[src/logic/cpu_pkg.sv]
package cpu_pkg;

  // Data, address and instruction pointer share one byte width
  typedef logic [7:0] data_t;

  typedef enum logic [2:0] {
    MOV,
    ADD,
    PUSH,
    POP,
    JMP,
    NOP,
    HLT
  } opcode_e;

  typedef enum logic [2:0] {
    UNUSED,
    REG_A,
    REG_SP,
    IMM,
    ADDRESS_IMM,
    ADDRESS_REG_A,
    ADDRESS_REG_SP
  } operand_e;

  // Each REQ state issues one read, its CAPTURE state sees the data
  typedef enum logic [4:0] {
    FETCH_REQ, FETCH_CAPTURE,
    DECODE,
    IMM_REQ, IMM_CAPTURE,
    SRC_ADDR_REQ, SRC_ADDR_CAPTURE,
    SRC_REQ, SRC_CAPTURE,
    DST_ADDR_REQ, DST_ADDR_CAPTURE,
    DST_REQ, DST_CAPTURE,
    EXECUTE, WRITE_REGISTER, WRITE_MEMORY, HALTED
  } stage_e;

  typedef enum logic [1:0] {
    MEM_STAY,
    MEM_READ,
    MEM_WRITE
  } mem_cmd_e;

  typedef struct packed {
    mem_cmd_e cmd;
    data_t    addr;
    data_t    wdata;
  } mem_req_t;

  typedef struct packed {
    opcode_e  op;
    operand_e src;
    operand_e dst;
  } decoded_t;

  typedef enum logic [2:0] {
    CAP_NONE, CAP_IMM, CAP_SRC_ADDR, CAP_SRC, CAP_DST_ADDR, CAP_DST
  } capture_e;

  // Opcode byte layout: class, destination field, source field
  localparam int OPCODE_CLASS_MSB = 7;
  localparam int OPCODE_CLASS_LSB = 6;
  localparam int DST_FIELD_MSB    = 5;
  localparam int DST_FIELD_LSB    = 3;
  localparam int SRC_FIELD_MSB    = 2;
  localparam int SRC_FIELD_LSB    = 0;

  localparam data_t NOP_BYTE = 8'b11_111_110;
  localparam data_t HLT_BYTE = 8'b11_111_111;

endpackage

[src/logic/alu.sv]
module alu import cpu_pkg::*; (
  input  logic     CLOCK,
  input  logic     RESET,
  input  stage_e   stage,
  input  decoded_t decoded,
  input  data_t    reg_a,
  input  data_t    reg_sp,
  input  data_t    imm,
  input  data_t    mem_src,
  input  data_t    mem_dst,
  output data_t    result
);

  data_t src_value;
  data_t dst_value;

  always_comb begin
    case (decoded.src)
      REG_A:                                     src_value = reg_a;
      REG_SP:                                    src_value = reg_sp;
      IMM:                                       src_value = imm;
      ADDRESS_IMM, ADDRESS_REG_A, ADDRESS_REG_SP: src_value = mem_src;
      default:                                   src_value = 8'd0;
    endcase
  end

  // Value held by the destination before this instruction
  always_comb begin
    case (decoded.dst)
      REG_A:                                     dst_value = reg_a;
      REG_SP:                                    dst_value = reg_sp;
      ADDRESS_IMM, ADDRESS_REG_A, ADDRESS_REG_SP: dst_value = mem_dst;
      default:                                   dst_value = 8'd0;
    endcase
  end

  always_ff @(posedge CLOCK) begin
    if (RESET) begin
      result <= 8'd0;
    end else if (stage == EXECUTE) begin
      case (decoded.op)
        ADD:           result <= dst_value + src_value;
        MOV, PUSH, POP: result <= src_value;
        default:       result <= dst_value;
      endcase
    end
  end

endmodule

[src/logic/cpu_control.sv]
module cpu_control import cpu_pkg::*; (
  input  logic     CLOCK,
  input  logic     RESET,
  input  decoded_t decoded,
  input  data_t    imm,
  input  data_t    operand_addr,
  input  data_t    result,
  output stage_e   stage,
  output capture_e capture,
  output mem_req_t mem_req,
  output logic     halted
);

  stage_e next_stage;
  stage_e dst_step;
  data_t  ip;
  logic   need_imm;
  logic   need_src_addr;
  logic   need_src;
  logic   need_dst_addr;
  logic   need_dst;

  assign need_imm      = (decoded.src == IMM);
  assign need_src_addr = (decoded.src == ADDRESS_IMM);
  assign need_src      = decoded.src inside {ADDRESS_IMM, ADDRESS_REG_A, ADDRESS_REG_SP};
  assign need_dst_addr = (decoded.dst == ADDRESS_IMM);
  assign need_dst      = decoded.dst inside {ADDRESS_IMM, ADDRESS_REG_A, ADDRESS_REG_SP};

  // First destination step, or straight to execute
  always_comb begin
    if (need_dst_addr) begin
      dst_step = DST_ADDR_REQ;
    end else if (need_dst) begin
      dst_step = DST_REQ;
    end else begin
      dst_step = EXECUTE;
    end
  end

  always_comb begin
    case (stage)
      FETCH_REQ:        next_stage = FETCH_CAPTURE;
      FETCH_CAPTURE:    next_stage = DECODE;
      DECODE: begin
        if (decoded.op == HLT) begin
          next_stage = HALTED;
        end else if (need_imm) begin
          next_stage = IMM_REQ;
        end else if (need_src_addr) begin
          next_stage = SRC_ADDR_REQ;
        end else if (need_src) begin
          next_stage = SRC_REQ;
        end else begin
          next_stage = dst_step;
        end
      end
      IMM_REQ:          next_stage = IMM_CAPTURE;
      IMM_CAPTURE:      next_stage = dst_step;
      SRC_ADDR_REQ:     next_stage = SRC_ADDR_CAPTURE;
      SRC_ADDR_CAPTURE: next_stage = SRC_REQ;
      SRC_REQ:          next_stage = SRC_CAPTURE;
      SRC_CAPTURE:      next_stage = dst_step;
      DST_ADDR_REQ:     next_stage = DST_ADDR_CAPTURE;
      DST_ADDR_CAPTURE: next_stage = DST_REQ;
      DST_REQ:          next_stage = DST_CAPTURE;
      DST_CAPTURE:      next_stage = EXECUTE;
      EXECUTE:          next_stage = WRITE_REGISTER;
      WRITE_REGISTER:   next_stage = need_dst ? WRITE_MEMORY : FETCH_REQ;
      WRITE_MEMORY:     next_stage = FETCH_REQ;
      default:          next_stage = HALTED;
    endcase
  end

  always_ff @(posedge CLOCK) begin
    if (RESET) begin
      stage <= FETCH_REQ;
      ip    <= 8'd0;
    end else begin
      stage <= next_stage;
      case (stage)
        FETCH_CAPTURE, IMM_CAPTURE, SRC_ADDR_CAPTURE, DST_ADDR_CAPTURE: begin
          ip <= ip + 8'd1;
        end
        // ip already points past the offset byte here
        EXECUTE: begin
          if (decoded.op == JMP) begin
            ip <= ip + imm;
          end
        end
        default: begin
        end
      endcase
    end
  end

  // Names the operand register that this cycle's read will load
  always_comb begin
    case (stage)
      IMM_REQ:      capture = CAP_IMM;
      SRC_ADDR_REQ: capture = CAP_SRC_ADDR;
      SRC_REQ:      capture = CAP_SRC;
      DST_ADDR_REQ: capture = CAP_DST_ADDR;
      DST_REQ:      capture = CAP_DST;
      default:      capture = CAP_NONE;
    endcase
  end

  always_comb begin
    mem_req.wdata = result;
    case (stage)
      FETCH_REQ, IMM_REQ, SRC_ADDR_REQ, DST_ADDR_REQ: begin
        mem_req.cmd  = MEM_READ;
        mem_req.addr = ip;
      end
      SRC_REQ, DST_REQ: begin
        mem_req.cmd  = MEM_READ;
        mem_req.addr = operand_addr;
      end
      WRITE_MEMORY: begin
        mem_req.cmd  = MEM_WRITE;
        mem_req.addr = operand_addr;
      end
      default: begin
        mem_req.cmd  = MEM_STAY;
        mem_req.addr = operand_addr;
      end
    endcase
  end

  assign halted = (stage == HALTED);

  a_write_only_to_mem_dst: assert property (
    @(posedge CLOCK) disable iff (RESET)
    (mem_req.cmd == MEM_WRITE) |-> (stage == WRITE_MEMORY) && need_dst
  );

  a_halted_sticky: assert property (
    @(posedge CLOCK) disable iff (RESET)
    halted |=> halted
  );

endmodule

[src/logic/cpu_top.sv]
module cpu_top import cpu_pkg::*; #(
  parameter data_t SP_RESET = 8'd240
) (
  input  logic     CLOCK,
  input  logic     RESET,
  input  data_t    read_bus,
  output mem_req_t mem_req,
  output data_t    reg_a_out,
  output logic     halted
);

  stage_e   stage;
  capture_e capture;
  decoded_t decoded;
  data_t    imm;
  data_t    mem_src;
  data_t    mem_dst;
  data_t    operand_addr;
  data_t    result;
  data_t    reg_a;
  data_t    reg_sp;

  cpu_control u_control (
    .CLOCK(CLOCK), .RESET(RESET),
    .decoded(decoded), .imm(imm), .operand_addr(operand_addr), .result(result),
    .stage(stage), .capture(capture), .mem_req(mem_req), .halted(halted)
  );

  instr_decoder u_decoder (
    .CLOCK(CLOCK), .RESET(RESET),
    .stage(stage), .read_bus(read_bus), .decoded(decoded)
  );

  operand_latch u_operands (
    .CLOCK(CLOCK), .RESET(RESET),
    .capture(capture), .read_bus(read_bus), .decoded(decoded),
    .reg_a(reg_a), .reg_sp(reg_sp),
    .imm(imm), .mem_src(mem_src), .mem_dst(mem_dst), .operand_addr(operand_addr)
  );

  alu u_alu (
    .CLOCK(CLOCK), .RESET(RESET),
    .stage(stage), .decoded(decoded),
    .reg_a(reg_a), .reg_sp(reg_sp), .imm(imm), .mem_src(mem_src), .mem_dst(mem_dst),
    .result(result)
  );

  register_file #(.SP_RESET(SP_RESET)) u_regs (
    .CLOCK(CLOCK), .RESET(RESET),
    .stage(stage), .decoded(decoded), .result(result),
    .reg_a(reg_a), .reg_sp(reg_sp)
  );

  assign reg_a_out = reg_a;

endmodule

[src/logic/instr_decoder.sv]
module instr_decoder import cpu_pkg::*; (
  input  logic     CLOCK,
  input  logic     RESET,
  input  stage_e   stage,
  input  data_t    read_bus,
  output decoded_t decoded
);

  data_t      opcode_byte;
  decoded_t   next_decoded;
  decoded_t   decoded_q;
  logic [1:0] op_class;
  logic [2:0] dst_field;
  logic [2:0] src_field;

  function automatic operand_e field_kind(input logic [2:0] field);
    case (field)
      3'b000:         return REG_A;
      3'b001:         return ADDRESS_REG_A;
      3'b010, 3'b110: return ADDRESS_IMM;
      3'b100:         return REG_SP;
      3'b101:         return ADDRESS_REG_SP;
      default:        return IMM;
    endcase
  endfunction

  always_ff @(posedge CLOCK) begin
    if (stage == FETCH_CAPTURE) begin
      opcode_byte <= read_bus;
    end
  end

  assign op_class  = opcode_byte[OPCODE_CLASS_MSB:OPCODE_CLASS_LSB];
  assign dst_field = opcode_byte[DST_FIELD_MSB:DST_FIELD_LSB];
  assign src_field = opcode_byte[SRC_FIELD_MSB:SRC_FIELD_LSB];

  always_comb begin
    // Unknown encodings stop the machine
    next_decoded = '{op: HLT, src: UNUSED, dst: UNUSED};
    case (op_class)
      2'b00: next_decoded = '{op: MOV, src: field_kind(src_field), dst: field_kind(dst_field)};
      2'b01: next_decoded = '{op: ADD, src: field_kind(src_field), dst: field_kind(dst_field)};
      2'b11: begin
        if (opcode_byte == NOP_BYTE) begin
          next_decoded = '{op: NOP, src: UNUSED, dst: UNUSED};
        end else if (dst_field == 3'b000) begin
          next_decoded = '{op: PUSH, src: field_kind(src_field), dst: ADDRESS_REG_SP};
        end else if (dst_field == 3'b001) begin
          next_decoded = '{op: POP, src: ADDRESS_REG_SP, dst: field_kind(src_field)};
        end else if (dst_field == 3'b010 && src_field == 3'b000) begin
          next_decoded = '{op: JMP, src: IMM, dst: UNUSED};
        end
      end
      default: begin
      end
    endcase
  end

  always_ff @(posedge CLOCK) begin
    if (RESET) begin
      decoded_q <= '{op: NOP, src: UNUSED, dst: UNUSED};
    end else if (stage == DECODE) begin
      decoded_q <= next_decoded;
    end
  end

  // Control picks its first operand step while still in DECODE
  assign decoded = (stage == DECODE) ? next_decoded : decoded_q;

endmodule

[src/logic/operand_latch.sv]
module operand_latch import cpu_pkg::*; (
  input  logic     CLOCK,
  input  logic     RESET,
  input  capture_e capture,
  input  data_t    read_bus,
  input  decoded_t decoded,
  input  data_t    reg_a,
  input  data_t    reg_sp,
  output data_t    imm,
  output data_t    mem_src,
  output data_t    mem_dst,
  output data_t    operand_addr
);

  capture_e capture_q;
  data_t    src_addr;
  data_t    dst_addr;
  data_t    src_operand_addr;
  data_t    dst_operand_addr;

  // Read data arrives one cycle after the request
  always_ff @(posedge CLOCK) begin
    if (RESET) begin
      capture_q <= CAP_NONE;
    end else begin
      capture_q <= capture;
    end
  end

  always_ff @(posedge CLOCK) begin
    case (capture_q)
      CAP_IMM:      imm      <= read_bus;
      CAP_SRC_ADDR: src_addr <= read_bus;
      CAP_SRC:      mem_src  <= read_bus;
      CAP_DST_ADDR: dst_addr <= read_bus;
      CAP_DST:      mem_dst  <= read_bus;
      default: begin
      end
    endcase
  end

  always_comb begin
    case (decoded.src)
      ADDRESS_REG_A:  src_operand_addr = reg_a;
      ADDRESS_REG_SP: src_operand_addr = reg_sp;
      default:        src_operand_addr = src_addr;
    endcase
  end

  // Register based addresses track the live registers, so a push writes below the old sp
  always_comb begin
    case (decoded.dst)
      ADDRESS_REG_A:  dst_operand_addr = reg_a;
      ADDRESS_REG_SP: dst_operand_addr = reg_sp;
      default:        dst_operand_addr = dst_addr;
    endcase
  end

  assign operand_addr = (capture == CAP_SRC) ? src_operand_addr : dst_operand_addr;

  a_src_read_needs_mem_src: assert property (
    @(posedge CLOCK) disable iff (RESET)
    (capture == CAP_SRC) |-> decoded.src inside {ADDRESS_IMM, ADDRESS_REG_A, ADDRESS_REG_SP}
  );

endmodule

[src/logic/register_file.sv]
module register_file import cpu_pkg::*; #(
  parameter data_t SP_RESET = 8'd240
) (
  input  logic     CLOCK,
  input  logic     RESET,
  input  stage_e   stage,
  input  decoded_t decoded,
  input  data_t    result,
  output data_t    reg_a,
  output data_t    reg_sp
);

  logic write_en;

  assign write_en = (stage == WRITE_REGISTER);

  always_ff @(posedge CLOCK) begin
    if (RESET) begin
      reg_a <= 8'd0;
    end else if (write_en && decoded.dst == REG_A) begin
      reg_a <= result;
    end
  end

  // A POP into sp takes the popped value without the increment
  always_ff @(posedge CLOCK) begin
    if (RESET) begin
      reg_sp <= SP_RESET;
    end else if (write_en) begin
      if (decoded.dst == REG_SP) begin
        reg_sp <= result;
      end else if (decoded.op == PUSH) begin
        reg_sp <= reg_sp - 8'd1;
      end else if (decoded.op == POP) begin
        reg_sp <= reg_sp + 8'd1;
      end
    end
  end

endmodule

[config.mk]
export PLATFORM = sky130hd
export DESIGN_NAME = cpu_top
export DESIGN_NICKNAME = d
export VERILOG_FILES = /design/src/logic/cpu_pkg.sv /design/src/logic/alu.sv /design/src/logic/cpu_control.sv /design/src/logic/cpu_top.sv /design/src/logic/instr_decoder.sv /design/src/logic/operand_latch.sv /design/src/logic/register_file.sv
export SDC_FILE = /design/constraint.sdc
export NUM_CORES = 1
export LEC_CHECK = 0
export BUFFER_PORTS_ARGS = -buffer_cell sky130_fd_sc_hd__buf_2
export CAP_MARGIN = 10
export CORE_MARGIN = 1
export CORE_UTILIZATION = 57
export CTS_BUF_LIST = sky130_fd_sc_hd__clkbuf_4 sky130_fd_sc_hd__clkbuf_8
export CTS_CLUSTER_SIZE = 40
export DETAILED_ROUTE_END_ITERATION = 10
export HOLD_SLACK_MARGIN = 0.06
export PLACE_DENSITY = 0.84
export SYNTH_ARGS = -nofsm -noshare
export SYNTH_HDL_FRONTEND = slang
export SYNTH_SLANG_ARGS = --single-unit
[constraint.sdc]
create_clock -name CLOCK -period 3.3 [get_ports CLOCK]
set_input_delay 0.165 -clock CLOCK [delete_from_list [all_inputs] [get_ports CLOCK]]
set_output_delay 0.165 -clock CLOCK [all_outputs]
set_load 0.02 [all_outputs]
## After elaboration in Yosys (flattened, before gate mapping)

Cells that the tools add are included.

| word-level totals | value |
|---|---|
| register bits | 97 |
| logic and storage cells | 123 |
| bits of input ports | 10 |

| operators by class | value |
|---|---|
| muxes and demuxes | 29 |
| reductions and logical operators | 22 |
| eq/ne operators | 52 |
| add/subtract/negate cells | 5 |

Operators with widths:

| operator | count |
|---|---|
| $pmux W5 S15 | 1 |
| $pmux W8 S2 | 4 |
| $eq A3 B3 Y1 const B | 16 |
| $mux W8 | 6 |
| $pmux W3 S5 | 3 |
| $eq A5 B4 Y1 const B | 8 |
| $mux W9 | 4 |
| $pmux W8 S4 | 1 |
| $eq A3 B2 Y1 const B | 10 |
| $pmux W10 S3 | 1 |
| $pmux W9 S3 | 1 |
| $mux W5 | 5 |
| $pmux W8 S3 | 1 |
| $eq A5 B3 Y1 const B | 4 |
| $eq A3 B1 Y1 const B | 6 |
| $add A8 B1 Y8 const B | 2 |
| $add A8 B8 Y8 | 2 |
| $eq A5 B2 Y1 const B | 2 |
| $logic_not A3 Y1 | 3 |
| $reduce_bool A3 Y1 | 3 |
| $reduce_or A3 Y1 | 3 |
| $eq A8 B8 Y1 const B | 1 |
| $reduce_or A2 Y1 | 4 |
| $reduce_or A4 Y1 | 2 |
| other kinds (13) | 15 |

## Logic depth before layout (Yosys ltp)

| logic depth | value |
|---|---|
| depth after elaboration | 17 |
| mapped depth | 19 |

## Hierarchy

Synthesis repeated with hierarchy kept, for this count alone.

| unflattened totals | value |
|---|---|
| cell total of the unflattened synthesis | 708 |
| area, all modules | 6,698.9 um2 |

By module, submodules not included:

| module | sequential area each (um2) | area each (um2) | cells an instance | times used |
|---|---|---|---|---|
| operand_latch | 1,261.2 | 1,894.3 | 123 | 1 |
| alu | 160.2 | 1,432.6 | 185 | 1 |
| cpu_control | 260.2 | 1,362.6 | 177 | 1 |
| register_file | 320.3 | 1,089.8 | 125 | 1 |
| instr_decoder | 420.4 | 919.6 | 98 | 1 |

## Worst setup path after synthesis

No wires, ideal clock.

| path | value |
|---|---|
| path kind | register -> register |
| start | reg u_control.stage[0] |
| end | reg u_alu.result[7] |
| setup slack | -0.368 ns |
| data required time | 3.171 ns |
| period minus slack after synthesis | 3.668 ns |
| stages on the path, launching flop included | 17 |
| path buffers | 2 |
| arrival | 3.538 ns |
| cells stage by stage | dfxtp_1 nor4b_4 and2_1 buf_4 mux2i_2 nor2b_4 buf_6 a221o_1 ha_1 a21o_1 a21oi_1 o21bai_1 a21oi_1 o21ai_0 o21a_1 o22ai_1 a21oi_1 |

| between the ends | value |
|---|---|
| longest elaborated chain between the ends | 7 |

Ends and longest elaborated chain:

| element | RTL line | text |
|---|---|---|
| start, declared | cpu_control.sv:8 | `output stage_e stage,` |
| start signal, assigned | cpu_control.sv:79 | `stage <= next_stage;` |
| $eq A5 B2 Y1 | instr_decoder.sv:68 | `assign decoded = (stage == DECODE) ? next_decoded : decoded_q;` |
| $mux W9 | instr_decoder.sv:68 |  |
| $eq A3 B3 Y1, on equally long branches | alu.sv:18, alu.sv:29 |  |
| $reduce_or A3 Y1, on equally long branches | alu.sv:18, alu.sv:29 |  |
| $pmux W8 S4 or $pmux W8 S3 (tied branches) | alu.sv:18, alu.sv:29 |  |
| $add A8 B8 Y8 | alu.sv:42 | `ADD: result <= dst_value + src_value;` |
| $pmux W8 S2 | alu.sv:41 | `case (decoded.op)` |
| end signal, assigned | alu.sv:42 |  |
| end signal, assigned | alu.sv:43 | `MOV, PUSH, POP: result <= src_value;` |
| end signal, assigned | alu.sv:44 | `default: result <= dst_value;` |
| end, declared | alu.sv:11 | `output data_t result` |

Several ways; a longest one is shown, not always the timed one.
A chain may end at the register's enable or synchronous reset.

## Worst setup path in the final report

| path | value |
|---|---|
| start | reg u_decoder.opcode_byte[4] |
| end | reg u_alu.result[7] |

| between the ends | value |
|---|---|
| longest elaborated chain between the ends | 13 |

Ends and longest elaborated chain:

| element | RTL line | text |
|---|---|---|
| start, declared | instr_decoder.sv:9 | `data_t opcode_byte;` |
| start signal, assigned | instr_decoder.sv:29 | `opcode_byte <= read_bus;` |
| $eq A3 B2 Y1 | instr_decoder.sv:17, instr_decoder.sv:50 |  |
| $logic_and A1 B1 Y1 | instr_decoder.sv:50 | `end else if (dst_field == 3'b010 && src_field == 3'b000) begin` |
| $mux W8 | instr_decoder.sv:50 |  |
| $mux W9 | instr_decoder.sv:48 | `end else if (dst_field == 3'b001) begin` |
| $mux W9 | instr_decoder.sv:46 | `end else if (dst_field == 3'b000) begin` |
| $mux W9 | instr_decoder.sv:44 | `if (opcode_byte == NOP_BYTE) begin` |
| $pmux W9 S3 (*) | instr_decoder.sv:40 | `case (op_class)` |
| $mux W9 (*) | instr_decoder.sv:68 |  |
| $eq A3 B3 Y1 | alu.sv:18 | `case (decoded.src)` |
| $reduce_or A3 Y1 | alu.sv:18 |  |
| $pmux W8 S4 | alu.sv:18 |  |
| $add A8 B8 Y8 | alu.sv:42 |  |
| $pmux W8 S2 (*) | alu.sv:41 |  |

Every way passes the cells marked *; elsewhere a longest branch is shown, timed or not.

==> results.md <==
* Die Wd at 102 µm
* Slew Limit Fails at 0
* GRT Total Usage at 37.5%
* Pleak at 3.26 nW
* Post-DR vias/cell at 6.79
* Yosys warnings at 0
* Synth cell types at 74
* Total power at 5.47 mW
* Skew-Pair Late Insertion Delay at 0.40 ns
* Final TNS setup at -4.34 ns
* Maximum fanout along the worst path at 7
* Hold-fix buffer count after cts at 0
* Synth Area in Adders at 5.44%
* Seq/Total Area, Yosys at 42.5%
* Initial antenna violation count at 0
* Initial core utilization at 58.6%
* Nets@finish at 778
* First-pass GRT wire length at 29100 µm
* Number of synthesized flops with an enable pin at 48
* CTS tree: yes
* Outcome: finished with violations
* I/O Pins at 37
* Hold slack final at 0.0598 ns
* Core Area at 9730 µm²
* Root buffer cell: clkbuf_8
* Metal1 wirelength at 7340 µm
* Worst setup EP type: flop
* DRT Wirelength at 21900 µm
* Critical Path RT at 3.57 ns
* Simple-gate area share of the yosys netlist at 16.2%
* Vias at 5993
* Main synth FF type: dfxtp_1
* Dpl hpwl at 12900 µm
* CP Cell Sequence: and3b_1, a211o_1, buf_6, a31oi_4, and2b_2, buf_6, a22oi_2, o21ai_1, a22o_1, ha_1, nand2_1, o21ai_2, buf_4, a41oi_2, o21bai_1, a21oi_1
* Slew headroom at 17.0%
* Routed wl met2 at 9930 µm
* CP arrival at 4.16 ns
* Count leader, synth: nor2_1
* Share of cells above drive strength 1 at 36.4%
* Area Overhead vs Synth at 33.3%
* Routed wire per std cell at 24.8 µm
* Synth Area in XOR/XNOR at 3.07%
* Clock Path Buffers at 2
* Largest family of logic cells by synthesized area: compound AO/OA/AOI/OAI gates
* Post-synthesis compound-gate area fraction at 24.4%
* Failing checks: setup timing
* H-tree levels at 3
* Final hold violations at 0
* Initial DRC Count at 843
* PnR worst setup slack at -0.589 ns
* Critical path class: flop to flop
* Min Tclk post-route at 3.89 ns
* Number of CTS-inserted buffers at 9
* Vias in the first global route at 5630
* Slowest-stage cell, CP: edfxtp_1
* Avg Cell Area, Syn at 9.67 µm²
* Clock sinks at 97
* Top Layer Used: met4
* Post-synth net total at 623
* Min-Delay Path Class: input port to flop
* GR Overflow Total at 0
* Slew of the pin with the lowest slew margin at 1.24 ns
* Synth cell count leaders: nor2_1 (68), a21oi_1 (58), dfxtp_1 (49), edfxtp_1 (48), nand2_1 (36)
* # DRC at 0
* RePlAce Congestion at 1.04
* Largest net degree at the start of global routing at 36
* Die Y at 102 µm
* Cells after Synth at 590
* Antenna Cells at 0
* Critical Path Max Stage Delay at 0.50 ns
* Top-area cell type share of the netlist area at 25.3%
* Mapped Area at 5700 µm²
* Area leader, netlist: edfxtp_1
* Top cells by area, synth: edfxtp_1 (25%), dfxtp_1 (17%), a21oi_1 (5.1%), nor2_1 (4.5%), ha_1 (4.4%)
* PwrDens at 720 nW/µm²
* Fin crit share at 118%
* #FFs+latches synth at 97
* Startpoint Class: flop
* Final count of negative-setup-slack endpoints at 20
* Clock transition at the registers of the reported paths at 0.10 ns
* RSZ-0062 raised after global routing: yes
* Fmax achieved at 257 MHz
* Routed met3 length at 2710 µm
* Max cap viols at 0
* Antenna Violating Nets Remaining at 0
* Mux cell area share after synthesis at 4.63%
* PortBufs at 36
* Die area at 10400 µm²
* Async SR Flop Fraction at 0%
* Row cnt at 36
* Setup Skew at 0.0190 ns
* Length of the first detailed-routing pass in iterations at 6
* Most used cell, CP: buf_6
* Worst VDD drop at 388 µV
-- path summary, 6_finish.rpt --
kind,slack [ns],from,cells after the start,end
worst max-delay path,-0.59,u_decoder.opcode_byte[4],16,u_alu.result[7]
worst min-delay path,0.06,read_bus[0],1,u_decoder.opcode_byte[0]
worst max register to register,-0.59,u_decoder.opcode_byte[4],16,u_alu.result[7]
worst min register to register,0.52,u_alu.result[0],2,u_regs.reg_sp[0]
-- registers in the layout, indices dropped and copies added (netlist names) --
register / count
u_decoder.decoded_q: 9
u_operands.src_addr: 8
u_operands.capture_q: 3
u_alu.result: 8
u_control.ip: 8
u_regs.reg_sp: 8
u_operands.mem_src: 8
u_operands.mem_dst: 8
u_operands.dst_addr: 8
u_control.stage: 5
u_operands.imm: 8
u_decoder.opcode_byte: 8
u_regs.reg_a: 8
-- cell families (layout without fill, tap and decap cells) --
group | after synthesis | in the layout
buf+inv | 50 | 209
simple gates | 179 | 179
mux | 26 | 26
flops | 97 | 97
xor+xnor | 20 | 20
compound gates | 195 | 196
fa+ha+maj | 23 | 23
-- cell usage in the layout (no fill, tap or decap), drive strengths merged, types with 5 or more instances in the layout --
| master | netlist | layout |
|---|---|---|
| a211oi | 16 | 16 |
| a21o | 15 | 15 |
| a21oi | 58 | 58 |
| a221oi | 9 | 9 |
| a22o | 17 | 17 |
| a22oi | 10 | 10 |
| and2 | 8 | 8 |
| and3 | 6 | 6 |
| buf | 8 | 171 |
| clkbuf | 20 | 11 |
| dfxtp | 49 | 49 |
| edfxtp | 48 | 48 |
| ha | 20 | 20 |
| inv | 22 | 24 |
| mux2i | 26 | 26 |
| nand2 | 36 | 36 |
| nand2b | 9 | 9 |
| nand3 | 9 | 9 |
| nor2 | 70 | 70 |
| nor3 | 7 | 7 |
| nor4 | 5 | 5 |
| o211ai | 6 | 6 |
| o21a | 7 | 7 |
| o21ai | 22 | 23 |
| o21bai | 7 | 7 |
| or2 | 5 | 5 |
| xnor2 | 12 | 12 |
| xor2 | 8 | 8 |
-- critical path: cells and delay by family, from the launching register on --
family	cells	cell delay (ns)
AND/OR/NAND/NOR	3	0.64
buffers and inverters	3	0.45
AO/OA/AOI/OAI	9	1.76
adder cells (fa/ha/maj)	1	0.40
flip-flops	1	0.50
-- per-stage QoR --
stage / cell area (µm²) / cells / setup WS [ns] / utilization [%]
4_1_cts: 7270 / 867 / -0.273 / 74.7
6_report: 7600 / 883 / -0.589 / 78.2
2_1_floorplan: 5760 / 590 / -0.203 / -
3_5_place_dp: 6790 / 838 / -0.389 / 69.8
3_3_place_gp: 6790 / 838 / -0.205 / 69.8
5_1_grt: 7600 / 883 / -0.689 / 78.2
-- layout make-up --
class	count	area, µm²
clock buffer	11	145
clock inverter	5	61.3
sequential	97	2420
tap	133	166
multi-input combinational	444	3430
timing repair buffer	171	1290
inverter	22	86.3
fill	588	2130
-- timing repair --
action	4_1_cts	5_1_grt
setup buffers	16	21
pin swaps	27	33
resized for setup	34	53
endpoints found under the setup margin	19	20
gates cloned	0	1
-- power breakdown --
group | switching, mW | leakage (nW) | internal [mW]
Sequential | 0.0841 | 0.832 | 1.38
Clock | 0.457 | 0.108 | 0.387
Combinational | 1.80 | 2.32 | 1.36
Total | 2.35 | 3.26 | 3.13
-- routing by layer --
layer,GRT usage (%),vias up
met4,23.0,0
met3,8.14,190
met2,61.4,504
met5,0,-
li1,-,2511
met1,45.4,2788
(Power assumes the default switching activity.)
